## src/logic/game_rom_pkg.sv

```systemverilog
package game_rom_pkg;

    // SDRAM read port geometry
    localparam int unsigned sdram_aw = 22;   // Word address width
    localparam int unsigned sdram_dw = 32;   // Read word width

    // Slots served by the arbiter
    // 0 main CPU, 1 sound CPU, 2 graphics
    localparam int unsigned slot_count = 3;

    // Word base address of each slot region in SDRAM
    localparam logic [sdram_aw-1:0] main_offset = 22'h0_0000;
    localparam logic [sdram_aw-1:0] snd_offset  = 22'h1_8000;
    localparam logic [sdram_aw-1:0] gfx_offset  = 22'h2_0000;

    // Download bytes from here on go to the PROMs, not to SDRAM
    localparam logic [24:0] prom_start = 25'hC_0000;

    // First byte of the alternate title
    // Both of its ROM sets begin with this value
    localparam logic [7:0] title_byte = 8'h7e;

endpackage

```

## src/logic/rom_dwnld.sv

```systemverilog
module rom_dwnld #(
    parameter logic [24:0] PROM_START = game_rom_pkg::prom_start
) (
    input  logic                              clk,
    input  logic                              rst24,
    input  logic                              downloading,
    input  logic [24:0]                       ioctl_addr,
    input  logic [7:0]                        ioctl_dout,
    input  logic                              ioctl_wr,
    output logic [game_rom_pkg::sdram_aw-1:0] prog_addr,
    output logic [15:0]                       prog_data,
    output logic [1:0]                        prog_mask,   // Active low
    output logic                              prog_we,
    output logic                              prom_we,
    output logic                              title_alt
);

    logic wr_en;
    logic is_prom;

    assign wr_en   = ioctl_wr && downloading;
    assign is_prom = ioctl_addr >= PROM_START;

    // Strobes and title flag
    always_ff @(posedge clk or posedge rst24) begin
        if (rst24) begin
            prog_we   <= 1'b0;
            prom_we   <= 1'b0;
            title_alt <= 1'b0;
        end else begin
            prog_we <= wr_en && !is_prom;
            prom_we <= wr_en && is_prom;
            // Only the very first byte decides the title
            if (wr_en && ioctl_addr == 25'd0) begin
                title_alt <= ioctl_dout == game_rom_pkg::title_byte;
            end
        end
    end

    // Write payload, one SDRAM half word per byte
    always_ff @(posedge clk) begin
        if (wr_en) begin
            prog_addr <= ioctl_addr[game_rom_pkg::sdram_aw:1];
            prog_data <= {2{ioctl_dout}};              // Same byte on both lanes
            prog_mask <= ioctl_addr[0] ? 2'b01 : 2'b10; // Odd byte goes high
        end
    end

endmodule

```

## src/logic/rom_slot.sv

```systemverilog
module rom_slot #(
    parameter int                                AW     = 18,
    parameter logic [game_rom_pkg::sdram_aw-1:0] OFFSET = '0,
    parameter type                               data_t = logic [7:0]
) (
    input  logic                              clk,
    input  logic                              rst24,
    input  logic                              downloading,
    input  logic                              cs,
    input  logic [AW-1:0]                     addr,
    input  logic                              prefetch,
    input  logic                              fill,
    input  logic [game_rom_pkg::sdram_dw-1:0] fill_data,
    output logic                              ok,
    output data_t                             data,
    output logic                              req,
    output logic [game_rom_pkg::sdram_aw-1:0] sdram_addr
);

    localparam int dw    = $bits(data_t);
    localparam int shift = $clog2(game_rom_pkg::sdram_dw / dw); // Address bits inside a word

    typedef logic [game_rom_pkg::sdram_aw-1:0] word_addr_t;

    logic [game_rom_pkg::sdram_dw-1:0] cache_word;
    logic [AW-1:0] word_idx;
    logic [AW-1:0] tag;
    logic [AW-1:0] pend_tag;   // Word asked for by the pending request
    logic [AW-1:0] addr_l;
    logic          valid;
    logic          cs_l;
    logic          hit;
    logic          moved;
    logic          need;

    assign word_idx = addr >> shift;
    assign hit      = valid && tag == word_idx;
    assign moved    = cs_l && addr != addr_l;  // CPU jumped while selecting
    assign need     = (cs || prefetch) && !hit && !req && !downloading;

    always_ff @(posedge clk or posedge rst24) begin
        if (rst24) begin
            valid <= 1'b0;
            req   <= 1'b0;
            ok    <= 1'b0;
            cs_l  <= 1'b0;
        end else begin
            cs_l <= cs;
            ok   <= cs && hit && !moved && !downloading;
            if (downloading) begin
                // Contents are being rewritten
                valid <= 1'b0;
                req   <= 1'b0;
            end else if (fill && req) begin
                valid <= 1'b1;
                req   <= 1'b0;
            end else if (need) begin
                req <= 1'b1;
            end
        end
    end

    always_ff @(posedge clk) begin
        addr_l <= addr;
        if (need) begin
            pend_tag   <= word_idx;
            sdram_addr <= OFFSET + word_addr_t'(word_idx);
        end
        if (fill && req) begin
            cache_word <= fill_data;
            tag        <= pend_tag;
        end
    end

    // Byte 0 sits in the low bits of the word
    generate
        if (shift == 0) begin : g_wide
            assign data = data_t'(cache_word);
        end else begin : g_narrow
            assign data = data_t'(cache_word >> (dw * addr[shift-1:0]));
        end
    endgenerate

endmodule

```

## src/logic/rom_arbiter.sv

```systemverilog
module rom_arbiter (
    input  logic                                clk,
    input  logic                                rst24,
    input  logic                                downloading,
    input  logic [game_rom_pkg::slot_count-1:0] req,
    input  logic [game_rom_pkg::sdram_aw-1:0]   slot0_addr,
    input  logic [game_rom_pkg::sdram_aw-1:0]   slot1_addr,
    input  logic [game_rom_pkg::sdram_aw-1:0]   slot2_addr,
    input  logic                                sdram_ack,
    input  logic                                data_rdy,
    output logic [game_rom_pkg::slot_count-1:0] fill,
    output logic                                sdram_req,
    output logic [game_rom_pkg::sdram_aw-1:0]   sdram_addr,
    output logic [1:0]                          prefetch,
    output logic                                cpu_start
);

    typedef enum logic [1:0] {
        idle,
        wait_ack,
        wait_data
    } state_t;

    state_t state;

    logic [game_rom_pkg::slot_count-1:0] grant;
    logic [game_rom_pkg::slot_count-1:0] pick;
    logic [game_rom_pkg::sdram_aw-1:0]   slot_addr [game_rom_pkg::slot_count];
    logic [game_rom_pkg::sdram_aw-1:0]   pick_addr;
    logic [1:0]                          boot_fill;  // CPU slots filled since download
    logic                                stale;      // Read overlapped a download
    logic                                grant_now;

    assign slot_addr[0] = slot0_addr;
    assign slot_addr[1] = slot1_addr;
    assign slot_addr[2] = slot2_addr;

    // Lowest index wins
    always_comb begin
        pick      = '0;
        pick_addr = slot0_addr;
        for (int i = game_rom_pkg::slot_count - 1; i >= 0; i--) begin
            if (req[i]) begin
                pick      = '0;
                pick[i]   = 1'b1;
                pick_addr = slot_addr[i];
            end
        end
    end

    assign grant_now = state == idle && !downloading && |req;

    // Slot samples data_read in the same cycle as data_rdy
    assign fill = (state == wait_data && data_rdy && !stale && !downloading) ? grant : '0;

    // Keep both CPU slots loaded until the CPUs may run
    assign prefetch = {2{~cpu_start}};

    always_ff @(posedge clk or posedge rst24) begin
        if (rst24) begin
            state     <= idle;
            sdram_req <= 1'b0;
            grant     <= '0;
            stale     <= 1'b0;
        end else begin
            case (state)
                idle: begin
                    if (grant_now) begin
                        grant     <= pick;
                        sdram_req <= 1'b1;
                        stale     <= 1'b0;
                        state     <= wait_ack;
                    end
                end
                wait_ack: begin
                    if (sdram_ack) begin
                        sdram_req <= 1'b0;
                        state     <= wait_data;
                    end
                end
                wait_data: if (data_rdy) state <= idle;
                default: state <= idle;
            endcase
            if (downloading && state != idle) stale <= 1'b1;
        end
    end

    always_ff @(posedge clk) begin
        if (grant_now) sdram_addr <= pick_addr;  // Held through the read
    end

    // CPU start after both program ROMs are in
    always_ff @(posedge clk or posedge rst24) begin
        if (rst24) begin
            boot_fill <= 2'b00;
            cpu_start <= 1'b0;
        end else if (downloading) begin
            boot_fill <= 2'b00;
            cpu_start <= 1'b0;
        end else begin
            boot_fill <= boot_fill | fill[1:0];
            cpu_start <= &boot_fill;
        end
    end

endmodule

```

## src/logic/game_rom_top.sv

```systemverilog
module game_rom_top #(
    parameter logic [24:0] PROM_START = game_rom_pkg::prom_start
) (
    input  logic                              clk,
    input  logic                              rst24,
    input  logic                              downloading,
    // ROM download
    input  logic [24:0]                       ioctl_addr,
    input  logic [7:0]                        ioctl_dout,
    input  logic                              ioctl_wr,
    output logic [game_rom_pkg::sdram_aw-1:0] prog_addr,
    output logic [15:0]                       prog_data,
    output logic [1:0]                        prog_mask,
    output logic                              prog_we,
    output logic                              prom_we,
    output logic                              title_alt,
    // Main CPU ROM
    input  logic                              main_cs,
    input  logic [17:0]                       main_addr,
    output logic                              main_ok,
    output logic [7:0]                        main_data,
    // Sound CPU ROM
    input  logic                              snd_cs,
    input  logic [14:0]                       snd_addr,
    output logic                              snd_ok,
    output logic [7:0]                        snd_data,
    // Graphics ROM
    input  logic                              gfx_cs,
    input  logic [17:0]                       gfx_addr,
    output logic                              gfx_ok,
    output logic [31:0]                       gfx_data,
    // SDRAM read port
    output logic                              sdram_req,
    output logic [game_rom_pkg::sdram_aw-1:0] sdram_addr,
    input  logic                              sdram_ack,
    input  logic                              data_rdy,
    input  logic [game_rom_pkg::sdram_dw-1:0] data_read,
    output logic                              cpu_start
);

    localparam int main_aw = 18;
    localparam int snd_aw  = 15;
    localparam int gfx_aw  = 18;

    logic [game_rom_pkg::slot_count-1:0] slot_req;
    logic [game_rom_pkg::slot_count-1:0] slot_fill;
    logic [game_rom_pkg::sdram_aw-1:0]   main_sdram_addr;
    logic [game_rom_pkg::sdram_aw-1:0]   snd_sdram_addr;
    logic [game_rom_pkg::sdram_aw-1:0]   gfx_sdram_addr;
    logic [1:0]                          prefetch;

    rom_dwnld #(.PROM_START(PROM_START)) u_dwnld (
        .clk         ( clk         ),
        .rst24       ( rst24       ),
        .downloading ( downloading ),
        .ioctl_addr  ( ioctl_addr  ),
        .ioctl_dout  ( ioctl_dout  ),
        .ioctl_wr    ( ioctl_wr    ),
        .prog_addr   ( prog_addr   ),
        .prog_data   ( prog_data   ),
        .prog_mask   ( prog_mask   ),
        .prog_we     ( prog_we     ),
        .prom_we     ( prom_we     ),
        .title_alt   ( title_alt   )
    );

    rom_slot #(
        .AW     ( main_aw                  ),
        .OFFSET ( game_rom_pkg::main_offset ),
        .data_t ( logic [7:0]              )
    ) u_main (
        .clk         ( clk             ),
        .rst24       ( rst24           ),
        .downloading ( downloading     ),
        .cs          ( main_cs         ),
        .addr        ( main_addr       ),
        .prefetch    ( prefetch[0]     ),  // Boot load
        .fill        ( slot_fill[0]    ),
        .fill_data   ( data_read       ),
        .ok          ( main_ok         ),
        .data        ( main_data       ),
        .req         ( slot_req[0]     ),
        .sdram_addr  ( main_sdram_addr )
    );

    rom_slot #(
        .AW     ( snd_aw                   ),
        .OFFSET ( game_rom_pkg::snd_offset ),
        .data_t ( logic [7:0]              )
    ) u_snd (
        .clk         ( clk            ),
        .rst24       ( rst24          ),
        .downloading ( downloading    ),
        .cs          ( snd_cs         ),
        .addr        ( snd_addr       ),
        .prefetch    ( prefetch[1]    ),  // Boot load
        .fill        ( slot_fill[1]   ),
        .fill_data   ( data_read      ),
        .ok          ( snd_ok         ),
        .data        ( snd_data       ),
        .req         ( slot_req[1]    ),
        .sdram_addr  ( snd_sdram_addr )
    );

    // Graphics is only read on demand
    rom_slot #(
        .AW     ( gfx_aw                   ),
        .OFFSET ( game_rom_pkg::gfx_offset ),
        .data_t ( logic [31:0]             )
    ) u_gfx (
        .clk         ( clk            ),
        .rst24       ( rst24          ),
        .downloading ( downloading    ),
        .cs          ( gfx_cs         ),
        .addr        ( gfx_addr       ),
        .prefetch    ( 1'b0           ),
        .fill        ( slot_fill[2]   ),
        .fill_data   ( data_read      ),
        .ok          ( gfx_ok         ),
        .data        ( gfx_data       ),
        .req         ( slot_req[2]    ),
        .sdram_addr  ( gfx_sdram_addr )
    );

    rom_arbiter u_arbiter (
        .clk         ( clk             ),
        .rst24       ( rst24           ),
        .downloading ( downloading     ),
        .req         ( slot_req        ),
        .slot0_addr  ( main_sdram_addr ),
        .slot1_addr  ( snd_sdram_addr  ),
        .slot2_addr  ( gfx_sdram_addr  ),
        .sdram_ack   ( sdram_ack       ),
        .data_rdy    ( data_rdy        ),
        .fill        ( slot_fill       ),
        .sdram_req   ( sdram_req       ),
        .sdram_addr  ( sdram_addr      ),
        .prefetch    ( prefetch        ),
        .cpu_start   ( cpu_start       )
    );

endmodule

```

## config.mk

```make
export PLATFORM = sky130hd
export DESIGN_NAME = game_rom_top
export DESIGN_NICKNAME = d
export VERILOG_FILES = /design/src/logic/game_rom_pkg.sv /design/src/logic/rom_dwnld.sv /design/src/logic/rom_slot.sv /design/src/logic/rom_arbiter.sv /design/src/logic/game_rom_top.sv
export SDC_FILE = /design/constraint.sdc
export NUM_CORES = 1
export LEC_CHECK = 0
export BUFFER_PORTS_ARGS = -buffer_cell sky130_fd_sc_hd__buf_2
export CAP_MARGIN = 20
export CORE_AREA = 2 2 148 150
export CTS_CLUSTER_SIZE = 16
export DETAILED_ROUTE_END_ITERATION = 7
export DIE_AREA = 0 0 150 152
export PLACE_DENSITY = 0.89
export SLEW_MARGIN = 20
export SYNTH_ARGS = -nofsm -noshare
export SYNTH_HDL_FRONTEND = slang
export SYNTH_SLANG_ARGS = --single-unit
```

## constraint.sdc

```tcl
create_clock -name clk -period 3.19 [get_ports clk]
set_input_delay 0.638 -clock clk [delete_from_list [all_inputs] [get_ports clk]]
set_output_delay 0.638 -clock clk [all_outputs]
set_load 0.05 [all_outputs]
```

==> results.md <==
* TritonCTS buffer count at 30
* Iteration-0 DRC Markers at roughly 660
* Min-Delay Path Class: in -> async
* Nets at between 1000 and 1500
* Pwr Total at 9.397 mW
* Critical path, cell by cell: buf_2 -> mux4_2 -> buf_2
* Residual DRC at 0
* Flop-to-flop setup slack at between 0.8 and 0.9 ns
* Post-cts sizing count at 0
* Clk Latency, worst-skew pair at approximately 0.55 ns
* Crit path kind: in -> out
* First-pass GRT wire length at about 38 mm
* Initial antenna violation count at 7
* Vias/cell at about 5.5
* Largest area contributor in the netlist: edfxtp_1
* Slowest CP cell: mux4_2
* Skew final at approximately 0.026 ns
* Sum Neg Setup Slack at 0 ns
* Slew HR at between 20% and 30%
* Power density over cell area at between 600 and 700 nW/µm²
* Wire length per cell at around 21 µm
* Final slew viol count at 0
* Post-DRT Antenna Nets at 0
* Rows at 54
* CTS root buf: clkbuf_16
* Final setup vio count at 0
* Chip width at approximately 150 µm
* Share of layout cells above drive strength 1 at between 30% and 40%
* Static leakage at around 5.3 nW
* Detailed Routing Iterations Pass 1 at 5
* Cell repeated most along the worst path: buf_2
* Most frequent cells in the layout: edfxtp_1 (242), buf_2 (239), xnor2_1 (58)
* Hold_buf cts at 0
* Largest net degree at the start of global routing at 52
* IO Port Bufs at approximately 240
* Critical Path End Type: output port
* Commonest non-fill, non-tap cell in the layout: edfxtp_1
* CP delay by family, top: multiplexers
* Initial core utilization at 53.14%
* Grt met1 use at approximately 28%
* Io pins at 243
* Top Usage Layer GRT: met2
* Synth unique cells at 37
* Ranking of synthesized cells by area: edfxtp_1 (64%), dfxtp_1 (9.0%), dfrtp_1 (5.5%)
* Register area share after synthesis at between 70% and 80%
* Crit Reg-Reg Endpoint: u_arbiter.sdram_addr[2]
* Worst slew pin tran at about 1.1 ns
* Non-Filler Instances at 1217
* Global route overflow at 0
* Ys async rst share at 7.862%
* Hold Vio Cnt, Final at 0
* Slowest stage delay, CP at 0.57 ns
* CP Max Fanout at 10
* Area delta synth->final at 22.06%
* Reg2Reg Depth at 3
* Met2 usage at about 37%
* Synth Warn # at 0
* Worst vdd ir at 395.2 µV
* Worst Path Arrival at between 1.5 and 2 ns
* Fin crit share at 75.60%
* DP HPWL at between 15 and 20 mm
* CTS clk-pin slew, worst paths at 0.06 ns
* CTS tree: done
* Synth top area share at between 60% and 70%
* Register bit total from synthesis at between 300 and 400
* Commonest register cell after synthesis: edfxtp_1
* FF+latch area at between 8000 and 9000 µm²
* Core Region at 21350 µm²
* Detailed Route WL at 25.57 mm
* Crit path time final at about 2.4 ns
* Clk buf depth at 3
* DIE HEIGHT at approximately 150 µm
* Setup Fix Bufs, Post-CTS at 0
* CTS H-tree lvls at 1
* CP required at approximately 2.6 ns
* Avg Cell Area, Syn at ~18 µm²
* Synth Cell Area at 11350 µm²
* Gr usage total at approximately 22%
* Max Cap Viol at 0
* Cell count after synthesis at between 600 and 700
* Outcome: finished, final reports clean
* EDFF count, synth at around 240
* GR Util met3 at roughly 4.6%
* Vias in the first global route at between 6000 and 7000
* Crit path buffers/inverters at 2
* Placed Cells at between 1000 and 1500
* RSZ-0062 raised after global routing: no
* CTS Sinks at 318
* Startpoint Class: primary input
* Footprint of the multi-input gates at about 2300 µm²
* Final RePlAce weighted congestion at about 0.84
* Fill cell count at between 1000 and 1500
* DIE AREA at 22800 µm²
* Vias at ~6600
* Fmax at around 0.41 GHz
* RR Startpoint: u_snd.req
## metal layers
layer | routed length [µm] | vias to the layer above
met5 | 0 | -
met4 | 1098 | 0
met3 | 2326 | 80
met2 | 12510 | 399
met1 | 9630 | 3220
li1 | - | 2947
## how the worst max path moves through the flow
stage                  from                        to  slack [ns]  depth (start not counted)
2_1_floorplan   downloading             u_gfx.data[0]        0.42                          2
3_3_place_gp    downloading  u_arbiter.sdram_addr[13]        0.77                          4
3_5_place_dp    downloading  u_arbiter.sdram_addr[13]        0.60                          4
4_1_cts        main_addr[0]              main_data[2]        0.76                          3
5_1_grt        main_addr[0]              main_data[2]        0.72                          3
6_report       main_addr[0]              main_data[2]        0.78                          3
## worst reg2reg max path: cells and delay by family (launching register included)
| kind | cells | cell delay, ns |
|---|---|---|
| AO/OA/AOI/OAI | 2 | 0.42 |
| flip-flops | 1 | 0.82 |
| AND/OR/NAND/NOR | 1 | 0.93 |
## synth_stat cells (3+ instances only)
cell type / instances
edfxtp_1: 242
xnor2_1: 58
dfxtp_1: 51
xor2_1: 40
a21oi_1: 25
dfrtp_1: 25
nand2_1: 21
nand4_1: 18
o21ai_0: 18
nor2b_1: 17
mux4_2: 16
nor4_1: 14
a22oi_1: 13
inv_1: 13
nor2_1: 12
buf_4: 11
clkbuf_1: 9
nor3_1: 7
and3_1: 6
a21o_1: 5
buf_2: 4
nand3_1: 3
o21ai_1: 3
## logic make-up after synthesis
kind of cell	count (synthesis)	synth area share [%]
flops	318	78.56
simple gates	107	5.260
xor+xnor	98	7.565
compound gates	69	3.739
buf+inv	38	1.665
mux	16	3.176
other cells	1	0.03305
## report_power, final
part	switching (mW)	internal, mW	total (mW)
registers	0.168	4.74	4.90
logic	0.800	0.305	1.10
clock network	1.43	1.96	3.39
## layout make-up
| class | instances | area share [%] |
|---|---|---|
| Sequential cell | 318 | 64.37 |
| Antenna cell | 7 | 0.1265 |
| Timing Repair Buffer | 250 | 9.415 |
| Clock inverter | 8 | 0.2891 |
| Tap cell | 280 | 2.530 |
| Clock buffer | 48 | 6.641 |
| Multi-Input combinational cell | 293 | 16.28 |
| Inverter | 13 | 0.3524 |
## metrics by stage
stage / cell area, µm² / worst slack [ns] / utilization, % / hold slack [ns]
6_report: 13850 / 0.7784 / 64.86 / 0.1440
5_1_grt: 13840 / 0.7165 / 64.81 / 0.1814
4_1_cts: 13830 / 0.7631 / 64.78 / 0.2072
3_5_place_dp: 12870 / 0.6022 / 60.28 / 0.4198
3_3_place_gp: 12870 / 0.7671 / 60.28 / 0.3983
2_1_floorplan: 11350 / 0.4156 / - / 0.3921
## flip-flops by register name (all words and copies together), names as in the netlist, 13 cells and up
name	count
u_snd.pend_tag	13
u_main.cache_word	32
u_arbiter.sdram_addr	19
u_main.tag	16
u_dwnld.prog_addr	22
u_gfx.pend_tag	18
u_gfx.addr_l	18
u_main.addr_l	18
u_gfx.tag	18
u_snd.tag	13
u_snd.addr_l	15
u_main.sdram_addr	16
u_snd.cache_word	32
u_gfx.data	32
Power figures use the tool's default switching activity.
